$ cat src/source/soc_pkg.sv
// Shared bus types, memory map and constants; the map starts at word address 0
// Slaves are laid out back to back in index order, anything past the RAM is invalid
package soc_pkg;

	// ------------------------------------------------------------
	// PI1 bus types
	// ------------------------------------------------------------
	typedef logic [31:0] word_t;
	typedef logic [29:0] addr_t;
	typedef logic [3:0] sel_t;
	typedef logic [1:0] slave_idx_t;

	// RW is a swap that writes the data and returns the old word
	typedef enum logic [1:0] {
		NOP = 2'd0,
		WR = 2'd1,
		RD = 2'd2,
		RW = 2'd3
	} pi1_op_e;

	// ------------------------------------------------------------
	// Memory map
	// ------------------------------------------------------------
	localparam slave_idx_t S_DEVTBL = 2'd0;
	localparam slave_idx_t S_GPIO = 2'd1;
	localparam slave_idx_t S_RAM = 2'd2;
	localparam slave_idx_t S_INVALID = 2'd3;
	localparam int SLAVE_COUNT = 4;
	localparam int REAL_SLAVE_COUNT = 3;

	localparam int DEVTBL_MAPSZ = 16;
	localparam int GPIO_MAPSZ = 4;
	localparam int RAM_MAPSZ = 256;
	localparam int INVALID_MAPSZ = 1024;

	localparam addr_t DEVTBL_BASE = '0;
	localparam addr_t GPIO_BASE = DEVTBL_BASE + addr_t'(DEVTBL_MAPSZ);
	localparam addr_t RAM_BASE = GPIO_BASE + addr_t'(GPIO_MAPSZ);
	localparam addr_t INVALID_BASE = RAM_BASE + addr_t'(RAM_MAPSZ);

	// Device descriptors, indexed by slave
	localparam logic [15:0] DEVTBL_ID = 16'd7;
	localparam logic [15:0] GPIO_ID = 16'd6;
	localparam logic [15:0] RAM_ID = 16'd1;
	localparam logic [15:0] INVALID_ID = 16'd0;
	localparam logic [SLAVE_COUNT-1:0][15:0] DEV_ID = {INVALID_ID, RAM_ID, GPIO_ID, DEVTBL_ID};
	localparam logic [SLAVE_COUNT-1:0][31:0] DEV_MAPSZ = {
		32'(INVALID_MAPSZ), 32'(RAM_MAPSZ), 32'(GPIO_MAPSZ), 32'(DEVTBL_MAPSZ)
	};
	localparam logic [SLAVE_COUNT-1:0] USEINTR = 4'b0010;

	// ------------------------------------------------------------
	// Sizes and timing
	// ------------------------------------------------------------
	localparam int GPIO_COUNT = 16;
	localparam int RST_HOLD_CYCLES = 64;
	localparam int ACT_HOLDOFF = 127;
	localparam int RST_CNT_W = $clog2(RST_HOLD_CYCLES + 1);
	localparam int ACT_CNT_W = $clog2(ACT_HOLDOFF + 1);
	localparam int RAM_AW = $clog2(RAM_MAPSZ);

	typedef logic [GPIO_COUNT-1:0] gpio_t;
	typedef logic [RST_CNT_W-1:0] rst_cnt_t;
	typedef logic [ACT_CNT_W-1:0] act_cnt_t;
	typedef logic [RAM_AW-1:0] ram_addr_t;

	// Expands byte lane selects into a bit mask
	function automatic word_t sel_mask(sel_t sel);
		word_t m;
		m = '0;
		for (int b = 0; b < 4; b++) begin
			m[8*b +: 8] = {8{sel[b]}};
		end
		return m;
	endfunction

	function automatic word_t merge_bytes(word_t old_w, word_t new_w, sel_t sel);
		word_t m;
		m = sel_mask(sel);
		return (old_w & ~m) | (new_w & m);
	endfunction

endpackage

$ cat src/source/reset_ctrl.sv
// One clock domain only; pll_locked_i is assumed already synchronous to clk100mhz
// A command with both power-off and warm bits set acts as a warm reset
`timescale 1ns/10ps

module reset_ctrl (
	input logic clk100mhz,
	input logic rst_p,
	input logic pll_locked_i,
	input logic poweroff_i,
	input logic warm_i,
	output logic sys_rst_o
);

	soc_pkg::rst_cnt_t hold_cnt;
	logic off_latch;

	// Stretch counter restarts on every cycle of board or warm reset
	always_ff @(posedge clk100mhz) begin
		if (rst_p || warm_i) begin
			hold_cnt <= soc_pkg::rst_cnt_t'(soc_pkg::RST_HOLD_CYCLES);
		end else if (hold_cnt != '0) begin
			hold_cnt <= hold_cnt - 1'b1;
		end
	end

	// Power-off holds the system down until the board reset is pressed
	always_ff @(posedge clk100mhz) begin
		if (rst_p) begin
			off_latch <= 1'b0;
		end else if (poweroff_i && !warm_i) begin
			off_latch <= 1'b1;
		end
	end

	assign sys_rst_o = rst_p || warm_i || !pll_locked_i || off_latch || (hold_cnt != '0);

	// A warm pulse keeps the system in reset for the whole hold window
	a_warm_hold: assert property (
		@(posedge clk100mhz) warm_i |=> sys_rst_o [*soc_pkg::RST_HOLD_CYCLES]
	);

endmodule

$ cat config.mk
export PLATFORM = sky130hd
export DESIGN_NAME = reset_ctrl
export DESIGN_NICKNAME = d
export VERILOG_FILES = /design/src/source/soc_pkg.sv /design/src/source/reset_ctrl.sv
export SDC_FILE = /design/constraint.sdc
export NUM_CORES = 1
export LEC_CHECK = 0
export CORE_AREA = 2 2 39 41
export CTS_CLUSTER_SIZE = 14
export DETAILED_ROUTE_END_ITERATION = 10
export DIE_AREA = 0 0 41 43
export DONT_BUFFER_PORTS = 1
export HOLD_SLACK_MARGIN = 0.03
export PLACE_DENSITY_LB_ADDON = 0.08
export SLEW_MARGIN = 20
export SYNTH_ARGS = -nofsm -noshare
export SYNTH_HDL_FRONTEND = slang
export SYNTH_SLANG_ARGS = --single-unit
export TNS_END_PERCENT = 30
$ cat constraint.sdc
create_clock -name clk100mhz -period 1.7 [get_ports clk100mhz]
set_input_delay 0.17 -clock clk100mhz [delete_from_list [all_inputs] [get_ports clk100mhz]]
set_output_delay 0.17 -clock clk100mhz [all_outputs]
set_load 0.01 [all_outputs]
==> summary.md <==
| Metric | Value |
|---|---|
| Post-route DRC | 0 |
| Total power | 469 µW |
| H-tree depth | 1 |
| CTS max path bufs | 2 |
| Site Rows | 14 |
| First-pass GRT wire length | 1.06 mm |
| Worst Path Required | 1.53 ns |
| Worst vdd ir | 0.389 mV |
| Clk root buf | clkbuf_4 |
| Area growth from synthesis to layout | 19.9% |
| Cell area after synthesis | 384 µm² |
| Final period utilization | 0.966 |
| Status | finished, final reports clean |
| Max-Cap Viols | 0 |
| Antenna cell count | 0 |
| Ys Warns | 0 |
| Nature of the critical path endpoint | output port |
| Leak Pwr | 0.000184 µW |
| CTS tree | built |
| I/O Buffers | 0 |
| Hold crit path type | input port to register |
| Final hold slack | 0.0784 ns |
| Vias in the first global route | 263 |
| PnR worst setup slack | 0.0571 ns |
| Core area | 0.00138 mm² |
| Fmax | 0.609 GHz |
| Setup tns final | 0 ns |
| Final WL | 674 µm |
| Least-Margin Pin Slew | 0.253 ns |
| Initial Utilization | 0.278 |
| Worst Path Max Fanout | 7 |
| Max Slew Vio Count | 0 |
| Commonest non-fill, non-tap cells in the layout | dfxtp_1, nor2_1, inv_1, o21ai_0 |
| Num CTS Buffers | 3 |
| Die footprint | 0.00176 mm² |
| Final core utilization | 0.333 |
| Synthesized Nets | 50 |
| DP HPWL | 497 µm |
| Crit path launch type | register |
| Worst-path clk slew | 0.05 ns |
| Sequential-to-total area share from yosys stat | 0.417 |
| FF+latch count, synth | 8 |
| Final ANT Viol Nets | 0 |
| Die H | 43 µm |
| Share of layout cells above drive strength 1 | 0.188 |
| Initial antenna violation count | 0 |
| Final setup violation count | 0 |
| CP Data Arrival Time | 1.47 ns |
| Setup CP Type | register to output port |
| Via Count | 309 |
| Via/cell ratio | 4.83 |
| Routed length per instance | 10.5 µm |
| PD cells | 1020 mW/mm² |
| Dpl ws | 0.0966 ns |
| Skew final | 0.00141 ns |
| Initial DRT Pass Iterations | 4 |
| CTS sink cnt | 8 |
| Die Span X | 41 µm |
| Clock Latency Late Sink | 0.25 ns |
| Synth Instances | 43 |
| Pin count of the biggest net entering global routing | 8 |
| Grt ovf | 0 |
| DR iter-0 viols | 4 |
| GRT Total Usage | 0.0927 |
| Gp weighted congestion | 0.696 |
| Final Net Count | 57 |
| Slew margin rel. | 0.831 |
| Most common cell after layout, fill and taps aside | dfxtp_1 |
| Avg Inst Size Synth | 8.93 µm² |
| IO Count | 6 |
| Post-synth cell types | 20 |
| Final Hold Fails | 0 |
| Final period demand of the worst path | 1.64 ns |
-- metal layers --
layer / part of all wire / track usage / vias up
met5: 0 / 0 / -
met4: 0.0059 / 0.0600 / 0
met3: 0.042 / 0.0471 / 2
met2: 0.48 / 0.109 / 5
met1: 0.47 / 0.127 / 142
li1: - / - / 160
-- metrics by stage --
step | instance area (µm²) | instances
6_report | 460 | 64
4_1_cts | 455 | 64
3_3_place_gp | 407 | 59
3_5_place_dp | 407 | 59
2_1_floorplan | 384 | 43
5_1_grt | 460 | 64
-- critical path: stages, from the launching register on --
cell and delay, ns:
dfxtp_1 0.33, or4_4 0.60, nor2_4 0.12, nand4b_1 0.18
-- path summary, 6_finish.rpt --
| path | from | slack [ns] | depth (start not counted) | to |
|---|---|---|---|---|
| setup reg to reg | hold_cnt[3] | 0.15 | 3 | hold_cnt[1] |
| hold / removal | poweroff_i | 0.08 | 2 | off_latch |
| hold reg to reg | hold_cnt[6] | 0.47 | 2 | hold_cnt[6] |
| setup / recovery | hold_cnt[3] | 0.06 | 3 | sys_rst_o |
-- sequential cells by signal, indices dropped and copies added (netlist names) --
name,flops
hold_cnt,7
off_latch,1
-- what timing repair did --
action                                  in CTS  in global routing
endpoints found under the hold margin        2                  0
endpoints found under the setup margin       1                  1
pin swaps                                    0                  1
gates resized for setup                      2                  1
setup buffers                                0                  0
hold buffers                                 2                  0
-- cell families after synthesis --
group | after synthesis | share of synthesized area
simple gates | 16 | 0.228
compound gates | 9 | 0.169
flops | 8 | 0.417
buf+inv | 5 | 0.0521
xor+xnor | 3 | 0.0684
fa+ha+maj | 2 | 0.0651
-- Yosys cell counts (all sizes together) --
cell type,n,area share
or2,1,0.016
inv,4,0.039
o21a,1,0.020
nor2,6,0.059
nand2b,1,0.016
buf,1,0.013
ha,2,0.065
o41a,1,0.033
nand4b,1,0.023
nand2,1,0.0098
or4,1,0.020
nor3b,1,0.020
xor2,1,0.023
a2111oi,1,0.039
and3,1,0.016
a21oi,2,0.026
dfxtp,8,0.42
or3,3,0.049
o21ai,4,0.052
xnor2,2,0.046
-- where the power goes --
group	internal (µW)	switching, µW	total (µW)
Clock	80.7	62.4	143
Combinational	54.1	54.1	108
Sequential	205	12.9	218
-- cell type report --
class	count	area, µm²
fillers	147	923
multi-input cells	30	215
flip-flops and latches	8	160
repair buffers	3	27.5
clock buffers	3	22.5
well taps	16	20.0
inverters	4	15.0
(Power assumes the default switching activity.)
