<file path="config.mk">
export PLATFORM = sky130hd
export DESIGN_NAME = dev_table
export DESIGN_NICKNAME = d
export VERILOG_FILES = /design/src/source/soc_pkg.sv /design/src/source/dev_table.sv
export SDC_FILE = /design/constraint.sdc
export NUM_CORES = 1
export LEC_CHECK = 0
export BUFFER_PORTS_ARGS = -buffer_cell sky130_fd_sc_hd__buf_2
export CORE_MARGIN = 5
export CORE_UTILIZATION = 28
export CTS_CLUSTER_SIZE = 28
export DETAILED_ROUTE_END_ITERATION = 8
export GPL_TIMING_DRIVEN = 0
export HOLD_SLACK_MARGIN = 0.06
export PLACE_DENSITY = 0.79
export REMOVE_ABC_BUFFERS = 1
export SYNTH_ARGS = -nofsm -noshare
export SYNTH_HDL_FRONTEND = slang
export SYNTH_SLANG_ARGS = --single-unit
</file>
<file path="constraint.sdc">
create_clock -name clk100mhz -period 0.8 [get_ports clk100mhz]
set_clock_uncertainty 0.1 [all_clocks]
set_input_delay 0.08 -clock clk100mhz [delete_from_list [all_inputs] [get_ports clk100mhz]]
set_output_delay 0.08 -clock clk100mhz [all_outputs]
set_load 0.05 [all_outputs]
</file>
<file path="src/source/soc_pkg.sv">
// Shared bus types, memory map and constants; the map starts at word address 0
// Slaves are laid out back to back in index order, anything past the RAM is invalid
package soc_pkg;

	// ------------------------------------------------------------
	// PI1 bus types
	// ------------------------------------------------------------
	typedef logic [31:0] word_t;
	typedef logic [29:0] addr_t;
	typedef logic [3:0] sel_t;
	typedef logic [1:0] slave_idx_t;

	// RW is a swap that writes the data and returns the old word
	typedef enum logic [1:0] {
		NOP = 2'd0,
		WR = 2'd1,
		RD = 2'd2,
		RW = 2'd3
	} pi1_op_e;

	// ------------------------------------------------------------
	// Memory map
	// ------------------------------------------------------------
	localparam slave_idx_t S_DEVTBL = 2'd0;
	localparam slave_idx_t S_GPIO = 2'd1;
	localparam slave_idx_t S_RAM = 2'd2;
	localparam slave_idx_t S_INVALID = 2'd3;
	localparam int SLAVE_COUNT = 4;
	localparam int REAL_SLAVE_COUNT = 3;

	localparam int DEVTBL_MAPSZ = 16;
	localparam int GPIO_MAPSZ = 4;
	localparam int RAM_MAPSZ = 256;
	localparam int INVALID_MAPSZ = 1024;

	localparam addr_t DEVTBL_BASE = '0;
	localparam addr_t GPIO_BASE = DEVTBL_BASE + addr_t'(DEVTBL_MAPSZ);
	localparam addr_t RAM_BASE = GPIO_BASE + addr_t'(GPIO_MAPSZ);
	localparam addr_t INVALID_BASE = RAM_BASE + addr_t'(RAM_MAPSZ);

	// Device descriptors, indexed by slave
	localparam logic [15:0] DEVTBL_ID = 16'd7;
	localparam logic [15:0] GPIO_ID = 16'd6;
	localparam logic [15:0] RAM_ID = 16'd1;
	localparam logic [15:0] INVALID_ID = 16'd0;
	localparam logic [SLAVE_COUNT-1:0][15:0] DEV_ID = {INVALID_ID, RAM_ID, GPIO_ID, DEVTBL_ID};
	localparam logic [SLAVE_COUNT-1:0][31:0] DEV_MAPSZ = {
		32'(INVALID_MAPSZ), 32'(RAM_MAPSZ), 32'(GPIO_MAPSZ), 32'(DEVTBL_MAPSZ)
	};
	localparam logic [SLAVE_COUNT-1:0] USEINTR = 4'b0010;

	// ------------------------------------------------------------
	// Sizes and timing
	// ------------------------------------------------------------
	localparam int GPIO_COUNT = 16;
	localparam int RST_HOLD_CYCLES = 64;
	localparam int ACT_HOLDOFF = 127;
	localparam int RST_CNT_W = $clog2(RST_HOLD_CYCLES + 1);
	localparam int ACT_CNT_W = $clog2(ACT_HOLDOFF + 1);
	localparam int RAM_AW = $clog2(RAM_MAPSZ);

	typedef logic [GPIO_COUNT-1:0] gpio_t;
	typedef logic [RST_CNT_W-1:0] rst_cnt_t;
	typedef logic [ACT_CNT_W-1:0] act_cnt_t;
	typedef logic [RAM_AW-1:0] ram_addr_t;

	// Expands byte lane selects into a bit mask
	function automatic word_t sel_mask(sel_t sel);
		word_t m;
		m = '0;
		for (int b = 0; b < 4; b++) begin
			m[8*b +: 8] = {8{sel[b]}};
		end
		return m;
	endfunction

	function automatic word_t merge_bytes(word_t old_w, word_t new_w, sel_t sel);
		word_t m;
		m = sel_mask(sel);
		return (old_w & ~m) | (new_w & m);
	endfunction

endpackage

</file>
<file path="src/source/dev_table.sv">
// Read-only descriptors of every slave plus the reset command word
// Reset command pulses last one cycle; bit 0 power-off, bit 1 warm, bit 2 RAM clear
`timescale 1ns/10ps

module dev_table (
	input logic clk100mhz,
	input logic rst_p,
	input soc_pkg::pi1_op_e op_i,
	input logic [3:0] addr_lo_i,
	input soc_pkg::word_t data_i,
	output soc_pkg::word_t data_o,
	output logic rst0_o,
	output logic rst1_o,
	output logic rst2_o
);

	localparam logic [3:0] W_COUNT = 4'd0;
	localparam logic [3:0] W_RSTCMD = 4'd1;

	soc_pkg::word_t rd_word;
	logic cmd_we;
	logic rd_en;

	// Word 2k+2 holds the ID and interrupt flag of slave k, word 2k+3 its map size
	always_comb begin
		rd_word = '0;
		if (addr_lo_i == W_COUNT) begin
			rd_word = soc_pkg::word_t'(soc_pkg::SLAVE_COUNT);
		end
		for (int k = 0; k < soc_pkg::SLAVE_COUNT; k++) begin
			if (addr_lo_i == 4'(2 * k + 2)) begin
				rd_word = {soc_pkg::USEINTR[k], 15'd0, soc_pkg::DEV_ID[k]};
			end
			if (addr_lo_i == 4'(2 * k + 3)) begin
				rd_word = soc_pkg::DEV_MAPSZ[k];
			end
		end
	end

	assign rd_en = (op_i == soc_pkg::RD) || (op_i == soc_pkg::RW);
	assign cmd_we = (op_i == soc_pkg::WR) && (addr_lo_i == W_RSTCMD);

	always_ff @(posedge clk100mhz) begin
		if (rd_en) begin
			data_o <= rd_word;
		end
	end

	always_ff @(posedge clk100mhz) begin
		if (rst_p) begin
			rst0_o <= 1'b0;
			rst1_o <= 1'b0;
			rst2_o <= 1'b0;
		end else begin
			rst0_o <= cmd_we && data_i[0];
			rst1_o <= cmd_we && data_i[1];
			rst2_o <= cmd_we && data_i[2];
		end
	end

endmodule

</file>
==> results.md <==
* Distinct cells, synth at 17
* Period utilization at 123%
* CTS tree: built
* Root buffer cell: clkbuf_4
* Worst hold path class: primary input to flip-flop
* Crit path buf inv count at 1
* Max-Cap Viols at 0
* DR vias at 394
* CORE AREA at 2000 µm²
* Initial DRC Count at 6
* RSZ-0062 raised after global routing: true
* Cell Int Power at 0.000863 W
* Synth area leader: edfxtp_1
* Slew Limit Fails at 0
* Area grow syn2layout at 24.9%
* Sw Pwr at 0.000559 W
* Largest stage delay, worst path at 0.39 ns
* Dpl cells at 98
* Clk buf depth at 2
* Min Tclk post-route at roughly 0.99 ns
* Htree depth at 1
* CP Data Arrival Time at a little over 0.8 ns
* Fin. Hold Viols at 3
* Die Span Y at 56.2 µm
* Most frequent cells in the layout: 25 x conb_1, 10 x buf_2, 7 x edfxtp_1, 7 x buf_6
* CTS Buf Count at 3
* Setup Crit Path Kind: flip-flop to output pin
* Switch share at approximately two fifths
* Post-synthesis cell count at between 50 and 60
* Fmax at 1.01 GHz
* Via/cell ratio at 3.86
* CP delay by family, top: flip-flops
* Drt wl/cell at 10.6 µm
* Top cells by area, synth: edfxtp_1 35%, buf_4 31%, dfxtp_1 10%, nor4b_1 5.9%, nand4bb_4 4.6%
* Ports at 75
* Worst hold path stage count at 2
* Crit-path cells: buf_6
* Setup Viol. Count Final at 10
* Hold Slack at -0.0556 ns
* DRT Pass-1 Iters at 4
* Setup TNS at -1.52 ns
* Worst-path maximum fanout at 1
* Pin count of the biggest net entering global routing at 9
* Number of cell rows at 16
* Gpl congestion at between 0.7 and 0.8
* GR Util All Layers at 5.92%
* Final Util at 37.3%
* Initial core utilization at 29.9%
* Non-Filler Instances at 102
* Outcome: complete, but fails checks
* Violated checks: negative hold slack, negative setup slack
* Clock Sink Count at 10
* I/O Buffers at 20
* Sequential area share after synthesis at a little under half
* Req. time, crit path at a little over 0.6 ns
* Total setup buffers inserted after CTS at 0
* Power Density at 1900 nW/µm²
* First-pass GRT wire length at 1500 µm
* FF+latch count, synth at 10
* Sequential share of power at a little over two fifths
* P_leak at 0.330 nW
* DIE AREA at between 3000 and 4000 µm²
* Most common cell after layout, fill and taps aside: conb_1
* Share of post-route cells with drive strength above 1 at 40.0%
* Clock power share at between 20% and 30%
* YS warnings at 0
* HP Start: rst_p
* Maximum vdd drop at between 0.7 and 0.8 mV
* Worst setup margin at -0.188 ns
* Tot Pwr at 0.00142 W
* DRC Markers at 0
* Clk pin slew, worst setup/hold paths at about 0.06 ns
* CP endpoint kind: output pin
* Startpoint types: flip-flop
* Post-Syn Area at 598 µm²
* CP max stage cell: edfxtp_1
* Vias in the first global route at around 370
* Combinational power share at 34.8%
* ANT cells at 0
* Yosys top cell area share at 35.1%
* Hold worst-path end: rst1_o
* Nets at around 120
* Die Wd at 56.2 µm
* Antenna violations before repair at 0
* Total Wirelength at 1080 µm
* Mean Syn Cell Area at 11.3 µm²
* Grt ovf at 0
* Antenna Nets Post-Route at 0
[registers in the layout (all words and copies together) (netlist names)]
register  cells
data_o        7
rst0_o        1
rst1_o        1
rst2_o        1
[power groups by stage]
stage                     clock network, W  registers (W)  logic, W
after global routing              0.000374       0.000596  0.000513
after detailed placement                 0       0.000598  0.000456
final                             0.000334       0.000593  0.000496
after global placement                   0       0.000597  0.000453
after CTS                         0.000340       0.000594  0.000488
after floorplan                          0       0.000694  0.000286
[per-layer routing]
metal  GRT usage [%]  share of wire (%)
met5               0                  0
met4            2.03                  0
met3            2.32                 19
met2            11.7                 50
met1            5.34                 31
[cell families after synthesis]
group           after synthesis  synth area share [%]
compound gates                1                  1.26
xor+xnor                      1                  1.46
buf+inv                      26                  32.0
flops                        10                  45.2
other cells                   1                 0.627
simple gates                 14                  19.5
[through the flow]
stage / setup slack, ns / hold slack [ns] / area [µm²]
2_1_floorplan: 0.0120 / 0.0567 / 497
3_3_place_gp: -0.181 / 0.177 / 631
3_5_place_dp: -0.196 / 0.184 / 631
4_1_cts: -0.195 / -0.0844 / 731
5_1_grt: -0.219 / -0.0614 / 747
6_report: -0.188 / -0.0556 / 747
[Yosys cell counts]
library cell	instances
and3b_1	1
clkbuf_1	1
nor3_1	1
buf_4	25
or2_1	1
nand2b_1	1
a211oi_1	1
nor3b_1	1
conb_1	1
edfxtp_1	7
nor4b_1	4
xnor2_1	1
and2b_2	1
dfxtp_1	3
nand2_1	1
nand4bb_4	1
nor2_1	2
[repair_timing]
action / 4_1_cts / 5_1_grt
pin swaps: 0 / 0
gates resized for setup: 25 / 3
hold endpoints to repair: 10 / 10
endpoints found under the setup margin: 10 / 12
[cell type report]
| class | count | area [µm²] |
|---|---|---|
| Tap cell | 27 | 33.8 |
| Fill cell | 195 | 1250 |
| Clock buffer | 4 | 26.3 |
| Sequential cell | 10 | 274 |
| Timing Repair Buffer | 20 | 174 |
| Multi-Input combinational cell | 41 | 239 |
[worst max path at each step]
stage | startpoint | to | slack (ns) | cells after the start
finish | data_o[4] | data_o[4] | -0.19 | 1
global route | data_o[4] | data_o[4] | -0.22 | 1
CTS | data_o[4] | data_o[4] | -0.20 | 1
detailed placement | addr_lo_i[2] | rst1_o | -0.20 | 3
global placement | addr_lo_i[2] | data_o[10] | -0.18 | 3
floorplan | addr_lo_i[2] | data_o[10] | 0.01 | 2
Power figures use the tool's default switching activity.
