$ cat src/source/soc_pkg.sv
// Shared bus types, memory map and constants; the map starts at word address 0
// Slaves are laid out back to back in index order, anything past the RAM is invalid
package soc_pkg;

	// ------------------------------------------------------------
	// PI1 bus types
	// ------------------------------------------------------------
	typedef logic [31:0] word_t;
	typedef logic [29:0] addr_t;
	typedef logic [3:0] sel_t;
	typedef logic [1:0] slave_idx_t;

	// RW is a swap that writes the data and returns the old word
	typedef enum logic [1:0] {
		NOP = 2'd0,
		WR = 2'd1,
		RD = 2'd2,
		RW = 2'd3
	} pi1_op_e;

	// ------------------------------------------------------------
	// Memory map
	// ------------------------------------------------------------
	localparam slave_idx_t S_DEVTBL = 2'd0;
	localparam slave_idx_t S_GPIO = 2'd1;
	localparam slave_idx_t S_RAM = 2'd2;
	localparam slave_idx_t S_INVALID = 2'd3;
	localparam int SLAVE_COUNT = 4;
	localparam int REAL_SLAVE_COUNT = 3;

	localparam int DEVTBL_MAPSZ = 16;
	localparam int GPIO_MAPSZ = 4;
	localparam int RAM_MAPSZ = 256;
	localparam int INVALID_MAPSZ = 1024;

	localparam addr_t DEVTBL_BASE = '0;
	localparam addr_t GPIO_BASE = DEVTBL_BASE + addr_t'(DEVTBL_MAPSZ);
	localparam addr_t RAM_BASE = GPIO_BASE + addr_t'(GPIO_MAPSZ);
	localparam addr_t INVALID_BASE = RAM_BASE + addr_t'(RAM_MAPSZ);

	// Device descriptors, indexed by slave
	localparam logic [15:0] DEVTBL_ID = 16'd7;
	localparam logic [15:0] GPIO_ID = 16'd6;
	localparam logic [15:0] RAM_ID = 16'd1;
	localparam logic [15:0] INVALID_ID = 16'd0;
	localparam logic [SLAVE_COUNT-1:0][15:0] DEV_ID = {INVALID_ID, RAM_ID, GPIO_ID, DEVTBL_ID};
	localparam logic [SLAVE_COUNT-1:0][31:0] DEV_MAPSZ = {
		32'(INVALID_MAPSZ), 32'(RAM_MAPSZ), 32'(GPIO_MAPSZ), 32'(DEVTBL_MAPSZ)
	};
	localparam logic [SLAVE_COUNT-1:0] USEINTR = 4'b0010;

	// ------------------------------------------------------------
	// Sizes and timing
	// ------------------------------------------------------------
	localparam int GPIO_COUNT = 16;
	localparam int RST_HOLD_CYCLES = 64;
	localparam int ACT_HOLDOFF = 127;
	localparam int RST_CNT_W = $clog2(RST_HOLD_CYCLES + 1);
	localparam int ACT_CNT_W = $clog2(ACT_HOLDOFF + 1);
	localparam int RAM_AW = $clog2(RAM_MAPSZ);

	typedef logic [GPIO_COUNT-1:0] gpio_t;
	typedef logic [RST_CNT_W-1:0] rst_cnt_t;
	typedef logic [ACT_CNT_W-1:0] act_cnt_t;
	typedef logic [RAM_AW-1:0] ram_addr_t;

	// Expands byte lane selects into a bit mask
	function automatic word_t sel_mask(sel_t sel);
		word_t m;
		m = '0;
		for (int b = 0; b < 4; b++) begin
			m[8*b +: 8] = {8{sel[b]}};
		end
		return m;
	endfunction

	function automatic word_t merge_bytes(word_t old_w, word_t new_w, sel_t sel);
		word_t m;
		m = sel_mask(sel);
		return (old_w & ~m) | (new_w & m);
	endfunction

endpackage

$ cat src/source/gpio_port.sv
// Inputs pass a two-flop synchronizer; a change sets its flag about three cycles later
// Word 0 pins, word 1 interrupt mask, word 2 change flags (write 1 to clear)
`timescale 1ns/10ps

module gpio_port (
	input logic clk100mhz,
	input logic rst_p,
	input soc_pkg::pi1_op_e op_i,
	input logic [1:0] addr_lo_i,
	input soc_pkg::word_t data_i,
	input soc_pkg::sel_t sel_i,
	input soc_pkg::gpio_t gp_i,
	output soc_pkg::word_t data_o,
	output soc_pkg::gpio_t gp_o,
	output logic irq_o
);

	soc_pkg::gpio_t gp_s1;
	soc_pkg::gpio_t gp_s2;
	soc_pkg::gpio_t gp_prev;
	soc_pkg::gpio_t irq_mask;
	soc_pkg::gpio_t flags;
	soc_pkg::gpio_t flag_clr;
	soc_pkg::word_t rd_word;
	logic wr_en;
	logic rd_en;

	always_ff @(posedge clk100mhz) begin
		gp_s1 <= gp_i;
		gp_s2 <= gp_s1;
		gp_prev <= gp_s2;
	end

	assign wr_en = (op_i == soc_pkg::WR) || (op_i == soc_pkg::RW);
	assign rd_en = (op_i == soc_pkg::RD) || (op_i == soc_pkg::RW);
	assign flag_clr = (wr_en && addr_lo_i == 2'd2) ?
		soc_pkg::gpio_t'(data_i & soc_pkg::sel_mask(sel_i)) : '0;

	always_ff @(posedge clk100mhz) begin
		if (rst_p) begin
			gp_o <= '0;
			irq_mask <= '0;
			flags <= '0;
		end else begin
			if (wr_en && addr_lo_i == 2'd0) begin
				gp_o <= soc_pkg::gpio_t'(soc_pkg::merge_bytes(32'(gp_o), data_i, sel_i));
			end
			if (wr_en && addr_lo_i == 2'd1) begin
				irq_mask <= soc_pkg::gpio_t'(soc_pkg::merge_bytes(32'(irq_mask), data_i, sel_i));
			end
			// A fresh edge wins over a clear in the same cycle
			flags <= (flags & ~flag_clr) | (gp_s2 ^ gp_prev);
		end
	end

	always_comb begin
		case (addr_lo_i)
			2'd0: rd_word = 32'(gp_s2);
			2'd1: rd_word = 32'(irq_mask);
			2'd2: rd_word = 32'(flags);
			default: rd_word = '0;
		endcase
	end

	always_ff @(posedge clk100mhz) begin
		if (rd_en) begin
			data_o <= rd_word;
		end
	end

	assign irq_o = |(flags & irq_mask);

endmodule

$ cat config.mk
export PLATFORM = sky130hd
export DESIGN_NAME = gpio_port
export DESIGN_NICKNAME = d
export VERILOG_FILES = /design/src/source/soc_pkg.sv /design/src/source/gpio_port.sv
export SDC_FILE = /design/constraint.sdc
export NUM_CORES = 1
export LEC_CHECK = 0
export ABC_AREA = 1
export BUFFER_PORTS_ARGS = -buffer_cell sky130_fd_sc_hd__buf_4
export CORE_UTILIZATION = 35
export DETAILED_ROUTE_END_ITERATION = 12
export GPL_TIMING_DRIVEN = 0
export PLACE_DENSITY = 0.58
export SLEW_MARGIN = 0
export SYNTH_ARGS = -nofsm -noshare
export SYNTH_HDL_FRONTEND = slang
export SYNTH_SLANG_ARGS = --single-unit
$ cat constraint.sdc
create_clock -name clk100mhz -period 2.1 [get_ports clk100mhz]
set_clock_uncertainty 0.1 [all_clocks]
set_input_delay 0.63 -clock clk100mhz [delete_from_list [all_inputs] [get_ports clk100mhz]]
set_output_delay 0.63 -clock clk100mhz [all_outputs]
set_load 0.02 [all_outputs]
==> impl_metrics.tcl <==
set metrics [dict create \
    outcome "complete, no violations" \
    synth_compound_area_share_pct 5.981 \
    grt_overflow_total 0 \
    n_antenna_cell 0 \
    postPlaceCellArea_mm2 0.004751 \
    maxCapViolations 0 \
    ios 107 \
    dr.pass1.iters 4 \
    fp-row-count 38 \
    final_area_mm2 0.005039 \
    synth_fa_ha_area_share_pct 0 \
    cts-buffers-inserted 9 \
    cts_root_buf "clkbuf_16" \
    grt_usage_pct 16.22 \
    p_per_area_mw_per_mm2 884.8 \
    ctsHtreeMaxLevel 3 \
    synth-simple-area-share_pct 22.93 \
    worst_pin_slew_ps 962.5 \
    fill_cells 1088 \
    cp_common_cell "nand2_1" \
    cts_hold_buf 0 \
    grt_first_pass_wirelength_mm 14.24 \
    synthXorXnorAreaFrac_pct 3.489 \
    synthTopCellsByCount "129 x nand2_1, 96 x dfxtp_1, 48 x a21oi_1" \
    muxShareOfSynthArea_pct 0 \
    post_cts_buffers 0 \
    clk_path_buf_depth 2 \
    grt_start_max_net_pins 18 \
    ys_types 17 \
    nNetsFinal 595 \
    cp_num_buf_inv 1 \
    wl_mm 9.088 \
    async_flop_share_pct 0 \
    start_util_pct 36.41 \
    start_kind "register" \
    synth_top_area_cell "dfxtp_1" \
    min_period_ps 2021 \
    criticalPathCategory "register to primary output" \
    route.detailed.drc 0 \
    clock_sinks 112 \
    cts_tree "done" \
    period_share_pct 96.22 \
    min_path_type "register to register" \
    vias 3128 \
    final-max-slew-violation-count 0 \
    max_slew_margin_pct 35.83 \
    area_growth_syn_to_layout_pct 25.45 \
    gp_congestion 0.7956 \
    fp.dieW_um 109.1 \
    synth.area.top_cells "dfxtp_1 48%, nand2_1 12%, edfxtp_1 12%, a21oi_1 6.0%, nand4_1 5.6%" \
    crit_family "simple AND/OR/NAND/NOR gates" \
    core-area_mm2 0.01103 \
    grt_antenna_before_repair 0 \
    synth_cells 444 \
    clk_pin_slew_ps 70 \
    fin_tns_setup_ps 0 \
    fmax_mhz 494.9 \
    rsz0062_at_grt "false" \
    cp_max_fo 3 \
    grt_pass1_vias 2808 \
    slowest_delay_ps 330 \
    dieArea_mm2 0.01191 \
    setup_violations 0 \
    synth_top_area_share_pct 47.85 \
    ant_nets 0 \
    ys_ff_latch 112 \
    finalHoldViolCount 0 \
    clkLatencyLatePin_ps 350 \
    p_leak_nw 2.170 \
    synth_most_common_cell "nand2_1" \
    ys_seq_area_share_pct 59.81 \
    drt_iter0_markers 174 \
    synth_ff_type "dfxtp_1" \
    synth_edf_count 16 \
    post_cts_resized 0 \
    synth.avg_cell_area_um2 9.046 \
    end_kind "primary output" \
    peakVddDrop_mv 0.3583 \
    die_h_um 109.1 \
    wl_per_cell_um 13.33 \
    vias_per_cell 4.587 \
    port-buffer-count 67 \
    crit_path_top_delay_cell "dfxtp_1" \
    yosysWarnings 0 \
    syn_area_mm2 0.004016 \
    cp.arrival_ps 1290 \
    crit_chain "nand2_1 > nand4_1 > nor2_1 > nand2_1 > buf_4" \
    synth_top_family_by_area "simple AND/OR/NAND/NOR gates" \
    dp_hpwl_mm 6.605 \
    drive_above_1_share_pct 21.03 \
    required_ps 1370 \
]
## worst paths after layout
path	start	end	slack, ps	cells after the start
min reg2reg	gp_s1[2]	gp_s2[2]	220	0
max reg2reg	register	data_o[4]	1220	2
min	gp_s1[2]	gp_s2[2]	220	0
max	flags[13]	irq_o	80	5
## placed cells by master, fill, tap and decap left out, types with 16 or more instances in the layout
cell	count
nand2_1	129
inv_1	17
dfxtp_1	96
xnor2_1	16
nand4_1	36
a21oi_1	48
buf_4	84
edfxtp_1	16
nand3_1	36
conb_1	16
## stage by stage
step / power [mW] / util (%) / hold WS (ps) / std cells / setup WS [ps]
2_1_floorplan: 2.658 / - / 209.6 / 459 / 521.1
6_report: 4.458 / 45.68 / 224.0 / 682 / 79.42
5_1_grt: 4.641 / 45.68 / 232.2 / 682 / 13.69
3_3_place_gp: 2.825 / 43.07 / 211.9 / 666 / 123.6
4_1_cts: 4.494 / 45.68 / 228.1 / 682 / 44.52
3_5_place_dp: 2.832 / 43.07 / 212.1 / 666 / 106.6
## final cells by class
cell class | instances | area, um^2 | area share [%]
flip-flops and latches | 112 | 2402 | 47.68
multi-input cells | 286 | 1361 | 27.02
repair buffers | 67 | 503.0 | 9.983
plain buffers | 43 | 241.5 | 4.793
clock buffers | 10 | 229.0 | 4.544
well taps | 140 | 175.2 | 3.477
inverters | 18 | 67.56 | 1.341
clock inverters | 6 | 58.81 | 1.167
## power by group
| group | internal [mW] | switching, mW | total [mW] |
|---|---|---|---|
| clock | 0.920 | 0.754 | 1.67 |
| sequential | 2.29 | 0.0591 | 2.35 |
| combinational | 0.181 | 0.252 | 0.433 |
## cells by family after synthesis
family / Yosys count
xor gates and xnor gates: 16
AOI/OAI and AO/OA: 48
buffers and inverters: 61
DFF: 112
and+or+nand+nor: 206
other: 1
## worst register-to-register path: stages (launching register included)
cell	delay, ps
dfxtp_1	340
nand2_1	80
nand3_1	100
## layer usage
layer / global-route usage (%) / vias to the layer above / share of wire (%)
li1: - / 1626 / -
met1: 22.85 / 1391 / 49
met2: 23.36 / 99 / 44
met3: 3.825 / 12 / 5.6
met4: 7.239 / 0 / 1.9
met5: 0 / - / 0
No activity file was read; power rests on OpenSTA's default activity.
