--- config.mk ---
export PLATFORM = sky130hd
export DESIGN_NAME = pi1_router
export DESIGN_NICKNAME = d
export VERILOG_FILES = /design/src/source/soc_pkg.sv /design/src/source/pi1_router.sv
export SDC_FILE = /design/constraint.sdc
export NUM_CORES = 1
export LEC_CHECK = 0
export BUFFER_PORTS_ARGS = -buffer_cell sky130_fd_sc_hd__buf_2
export CAP_MARGIN = 10
export CELL_PAD_IN_SITES_DETAIL_PLACEMENT = 1
export CELL_PAD_IN_SITES_GLOBAL_PLACEMENT = 1
export CORE_MARGIN = 3
export CORE_UTILIZATION = 16
export CTS_CLUSTER_DIAMETER = 50
export DETAILED_ROUTE_END_ITERATION = 8
export PLACE_DENSITY = 0.85
export SYNTH_ARGS = -nofsm -noshare
export SYNTH_HDL_FRONTEND = slang
export SYNTH_SLANG_ARGS = --single-unit
--- constraint.sdc ---
create_clock -name clk100mhz -period 2.5 [get_ports clk100mhz]
set_clock_uncertainty 0.2 [all_clocks]
set_input_delay 0.25 -clock clk100mhz [delete_from_list [all_inputs] [get_ports clk100mhz]]
set_output_delay 0.25 -clock clk100mhz [all_outputs]
set_load 0.02 [all_outputs]
--- src/source/soc_pkg.sv ---
// Shared bus types, memory map and constants; the map starts at word address 0
// Slaves are laid out back to back in index order, anything past the RAM is invalid
package soc_pkg;

	// ------------------------------------------------------------
	// PI1 bus types
	// ------------------------------------------------------------
	typedef logic [31:0] word_t;
	typedef logic [29:0] addr_t;
	typedef logic [3:0] sel_t;
	typedef logic [1:0] slave_idx_t;

	// RW is a swap that writes the data and returns the old word
	typedef enum logic [1:0] {
		NOP = 2'd0,
		WR = 2'd1,
		RD = 2'd2,
		RW = 2'd3
	} pi1_op_e;

	// ------------------------------------------------------------
	// Memory map
	// ------------------------------------------------------------
	localparam slave_idx_t S_DEVTBL = 2'd0;
	localparam slave_idx_t S_GPIO = 2'd1;
	localparam slave_idx_t S_RAM = 2'd2;
	localparam slave_idx_t S_INVALID = 2'd3;
	localparam int SLAVE_COUNT = 4;
	localparam int REAL_SLAVE_COUNT = 3;

	localparam int DEVTBL_MAPSZ = 16;
	localparam int GPIO_MAPSZ = 4;
	localparam int RAM_MAPSZ = 256;
	localparam int INVALID_MAPSZ = 1024;

	localparam addr_t DEVTBL_BASE = '0;
	localparam addr_t GPIO_BASE = DEVTBL_BASE + addr_t'(DEVTBL_MAPSZ);
	localparam addr_t RAM_BASE = GPIO_BASE + addr_t'(GPIO_MAPSZ);
	localparam addr_t INVALID_BASE = RAM_BASE + addr_t'(RAM_MAPSZ);

	// Device descriptors, indexed by slave
	localparam logic [15:0] DEVTBL_ID = 16'd7;
	localparam logic [15:0] GPIO_ID = 16'd6;
	localparam logic [15:0] RAM_ID = 16'd1;
	localparam logic [15:0] INVALID_ID = 16'd0;
	localparam logic [SLAVE_COUNT-1:0][15:0] DEV_ID = {INVALID_ID, RAM_ID, GPIO_ID, DEVTBL_ID};
	localparam logic [SLAVE_COUNT-1:0][31:0] DEV_MAPSZ = {
		32'(INVALID_MAPSZ), 32'(RAM_MAPSZ), 32'(GPIO_MAPSZ), 32'(DEVTBL_MAPSZ)
	};
	localparam logic [SLAVE_COUNT-1:0] USEINTR = 4'b0010;

	// ------------------------------------------------------------
	// Sizes and timing
	// ------------------------------------------------------------
	localparam int GPIO_COUNT = 16;
	localparam int RST_HOLD_CYCLES = 64;
	localparam int ACT_HOLDOFF = 127;
	localparam int RST_CNT_W = $clog2(RST_HOLD_CYCLES + 1);
	localparam int ACT_CNT_W = $clog2(ACT_HOLDOFF + 1);
	localparam int RAM_AW = $clog2(RAM_MAPSZ);

	typedef logic [GPIO_COUNT-1:0] gpio_t;
	typedef logic [RST_CNT_W-1:0] rst_cnt_t;
	typedef logic [ACT_CNT_W-1:0] act_cnt_t;
	typedef logic [RAM_AW-1:0] ram_addr_t;

	// Expands byte lane selects into a bit mask
	function automatic word_t sel_mask(sel_t sel);
		word_t m;
		m = '0;
		for (int b = 0; b < 4; b++) begin
			m[8*b +: 8] = {8{sel[b]}};
		end
		return m;
	endfunction

	function automatic word_t merge_bytes(word_t old_w, word_t new_w, sel_t sel);
		word_t m;
		m = sel_mask(sel);
		return (old_w & ~m) | (new_w & m);
	endfunction

endpackage

--- src/source/pi1_router.sv ---
// Single master, no arbitration; the router adds no latency to any slave
// The invalid region is answered here: always ready, reads zero, writes dropped
`timescale 1ns/10ps

module pi1_router (
	input logic clk100mhz,
	input logic rst_p,
	input soc_pkg::pi1_op_e m_op_i,
	input soc_pkg::addr_t m_addr_i,
	input soc_pkg::word_t m_data_i,
	input soc_pkg::sel_t m_sel_i,
	output soc_pkg::word_t m_data_o,
	output logic m_rdy_o,
	output soc_pkg::pi1_op_e s_op_o [soc_pkg::REAL_SLAVE_COUNT],
	input logic [soc_pkg::REAL_SLAVE_COUNT-1:0] s_rdy_i,
	input soc_pkg::word_t s_data_i [soc_pkg::REAL_SLAVE_COUNT],
	output logic activity_o
);

	soc_pkg::slave_idx_t req_idx;
	soc_pkg::slave_idx_t rsp_idx;
	soc_pkg::act_cnt_t act_cnt;
	logic accept;

	// ------------------------------------------------------------
	// Address decode
	// ------------------------------------------------------------
	always_comb begin
		if (m_addr_i < soc_pkg::GPIO_BASE) begin
			req_idx = soc_pkg::S_DEVTBL;
		end else if (m_addr_i < soc_pkg::RAM_BASE) begin
			req_idx = soc_pkg::S_GPIO;
		end else if (m_addr_i < soc_pkg::INVALID_BASE) begin
			req_idx = soc_pkg::S_RAM;
		end else begin
			req_idx = soc_pkg::S_INVALID;
		end
	end

	// Only the addressed slave sees the operation
	for (genvar k = 0; k < soc_pkg::REAL_SLAVE_COUNT; k++) begin : g_slave_op
		assign s_op_o[k] = (req_idx == soc_pkg::slave_idx_t'(k)) ? m_op_i : soc_pkg::NOP;
	end

	assign m_rdy_o = (req_idx == soc_pkg::S_INVALID) ? 1'b1 : s_rdy_i[req_idx];
	assign accept = (m_op_i != soc_pkg::NOP) && m_rdy_o;

	// ------------------------------------------------------------
	// Read data return
	// ------------------------------------------------------------
	always_ff @(posedge clk100mhz) begin
		if (rst_p) begin
			rsp_idx <= soc_pkg::S_INVALID;
		end else if (accept) begin
			rsp_idx <= req_idx;
		end
	end

	assign m_data_o = (rsp_idx == soc_pkg::S_INVALID) ? '0 : s_data_i[rsp_idx];

	// ------------------------------------------------------------
	// Activity strobe with hold-off
	// ------------------------------------------------------------
	always_ff @(posedge clk100mhz) begin
		if (rst_p) begin
			act_cnt <= '0;
			activity_o <= 1'b0;
		end else if (act_cnt != '0) begin
			act_cnt <= act_cnt - 1'b1;
			activity_o <= 1'b0;
		end else if (accept) begin
			act_cnt <= soc_pkg::act_cnt_t'(soc_pkg::ACT_HOLDOFF);
			activity_o <= 1'b1;
		end else begin
			activity_o <= 1'b0;
		end
	end

	// Strobes are spaced by at least the hold-off
	a_act_spacing: assert property (
		@(posedge clk100mhz) disable iff (rst_p)
		activity_o |=> !activity_o [*soc_pkg::ACT_HOLDOFF]
	);

endmodule

==> metrics.md <==
| Metric | Value |
|---|---|
| CTS tree | yes |
| Total GRT Usage | 13.5% |
| Post-CTS Setup Bufs | 0 |
| Net Switching | 250 µW |
| Internal power | 520 µW |
| Worst Path Arrival | 1700 ps |
| DP Wirelength | 5690 µm |
| 1st-pass router iterations | 4 |
| Status | complete, no violations |
| Maxcap violations | 0 |
| Final Setup Violations | 0 |
| Vias in the first global route | 2335 |
| CTS clk-pin slew, worst paths | 50 ps |
| Final slew viol count | 0 |
| Vias per cell | 4.52 |
| Fin. Hold Viols | 0 |
| Netlist Area Pre-Place | 1330 µm² |
| Commonest non-fill, non-tap cell in the layout | buf_2 |
| Worst path required time | 2050 ps |
| First-pass GRT wire length | 10700 µm |
| H-tree levels | 1 |
| Critical Path End Type | output pin |
| Ys Warns | 0 |
| Clk sinks | 10 |
| Clock Tree Root | clkbuf_8 |
| Switching Fraction | 32.4% |
| Comb power frac | 43.0% |
| Boundary Pins | 209 |
| Relative slew margins | 64.1% |
| Max clock buf depth | 2 |
| # hold bufs at CTS | 0 |
| Syn avg cell area | 6.86 µm² |
| Worst hold path type | in -> reg |
| Initial drt markers | 32 |
| Filler cell count | 1025 |
| Total negative slack | 0 ps |
| WL per Instance | 14.2 µm |
| Top cells by area, synth | mux2i_1, dfxtp_1, o21ai_0, nand2_1, clkbuf_1 |
| Post-cts gate resize count | 0 |
| Clock power frac | 26.0% |
| Post-DRT Antenna Nets | 0 |
| Die outline area | 9440 µm² |
| Placement Setup Slack | 302 ps |
| Initial Util | 16.9% |
| Yosys cell types | 37 |
| Period utilisation layout | 86.2% |
| Worst Tran Pin Value | 538 ps |
| Syn nets | 364 |
| Pin count of the biggest net entering global routing | 34 |
| Die height | 97.2 µm |
| Routed wire length | 6580 µm |
| Seq pwr share | 31.1% |
| R2r setup slk | 470 ps |
| DRC | 0 |
| Cell taking the most area after synthesis | mux2i_1 |
| Top cell type's share of synthesized area | 24.1% |
| Layout area overhead | 77.1% |
| Buffers on Ports | 170 |
| Final setup margin | 345 ps |
| Peak VDD IR | 0.165 mV |
| Antenna cells | 0 |
| Seq/Total Area, Yosys | 15.1% |
| Hold_ws | 160 ps |
| #FFs+latches synth | 10 |
| Nature of the critical path startpoint | flop |
| Min cycle time layout | 2150 ps |
| Unrepaired setup endpoints after global routing | no |
| Die X | 97.2 µm |
| WS Path Type | reg -> out |
| Cts bufs inserted | 3 |
| Commonest cells after routing, fill and taps aside | buf_2, nand2_1, o21ai_0 |
| Highest Clock Rate | 464 MHz |
| CORE AREA | 7890 µm² |
| Final #Nets | 531 |
| Placer Congestion | 0.804 |
| Floorplan row count | 32 |
| Leak | 1.43 nW |
| DR vias | 2088 |
| GR Overflow Total | 0 |
| Clock insertion delay at the later pin of the skew report | 230 ps |
| Pwr Density | 327 nW/µm² |
| CP max FO | 18 |
| Layout cells sized above 1 | 52.2% |
| Initial antenna violation count | 0 |
| Post-synthesis cell count | 194 |
-- path summary, 6_finish.rpt --
kind	from	end	depth (start not counted)
worst max register to register	act_cnt[2]	act_cnt[1]	5
worst max-delay path	rsp_idx[0]	m_data_o[11]	4
worst min-delay path	rst_p	act_cnt[6]	2
worst min register to register	act_cnt[4]	act_cnt[4]	2
-- flip-flops by register name, summed over array words and instances (netlist names) --
name and flops:
act_cnt 7, activity_o 1, rsp_idx 2
-- cell usage after synthesis --
| master | n |
|---|---|
| xor2_1 | 2 |
| nand2b_1 | 1 |
| a21bo_2 | 1 |
| a211oi_1 | 4 |
| nor3b_4 | 1 |
| o21bai_1 | 1 |
| nand4_1 | 1 |
| xnor2_1 | 1 |
| o2111ai_1 | 1 |
| clkbuf_1 | 13 |
| nor2_1 | 12 |
| or3_1 | 3 |
| nand3b_1 | 1 |
| o21ai_1 | 1 |
| o22a_1 | 1 |
| and3_1 | 2 |
| a21o_1 | 4 |
| a21oi_1 | 2 |
| o31ai_1 | 1 |
| ha_1 | 1 |
| a41o_2 | 1 |
| inv_1 | 3 |
| nand2_1 | 41 |
| o22ai_1 | 2 |
| or3b_2 | 1 |
| or3b_1 | 1 |
| o21ai_0 | 33 |
| nor4_1 | 4 |
| nor3_4 | 1 |
| or4_4 | 1 |
| dfxtp_1 | 10 |
| nor3_1 | 5 |
| nor2b_1 | 1 |
| mux2_4 | 1 |
| mux2i_1 | 32 |
| nor4b_1 | 1 |
| nand3_1 | 2 |
-- cell families after synthesis --
group / count (synthesis) / synth area share [%]
fa+ha+maj: 1 / 0.941
buf+inv: 16 / 4.52
simple gates: 79 / 29.3
xor+xnor: 3 / 1.98
flops: 10 / 15.1
mux: 33 / 25.2
compound gates: 52 / 23.0
-- per-stage QoR --
| step | area (µm²) | instances | power (mW) | utilization, % |
|---|---|---|---|---|
| final | 2360 | 462 | 0.770 | 29.9 |
| after global routing | 2360 | 462 | 0.835 | 29.9 |
| after CTS | 2360 | 462 | 0.783 | 29.9 |
| after detailed placement | 2300 | 458 | 0.574 | 29.2 |
| after global placement | 2300 | 458 | 0.550 | 29.2 |
| after floorplan | 1330 | 194 | 0.419 | - |
-- metal layers --
metal,wire [µm],global-route usage (%)
met5,0,0
met4,96,3.02
met3,333,2.15
met2,3740,28.3
met1,2410,13.5
-- worst max-delay path, stage by stage, from the launching register on --
cell and delay, ps:
dfxtp_2 670, buf_4 310, mux2i_1 240, o21ai_0 90, buf_2 170
-- area by class of cell --
cell class              count  area (µm²)  share of cell area, %
repair buffers            175         888                   37.7
inverters                   3        11.3                  0.478
clock buffers               4        55.1                   2.34
well taps                 102         128                   5.42
flip-flops and latches     10         201                   8.55
multi-input cells         168        1070                   45.5
-- power by group through the flow --
stage	Sequential, mW	Combinational, mW	Clock, mW
CTS	0.240	0.335	0.208
floorplan	0.237	0.182	0
global route	0.244	0.370	0.222
global placement	0.238	0.312	0
detailed placement	0.243	0.331	0
finish	0.239	0.331	0.200
No activity file was read; power rests on OpenSTA's default activity.
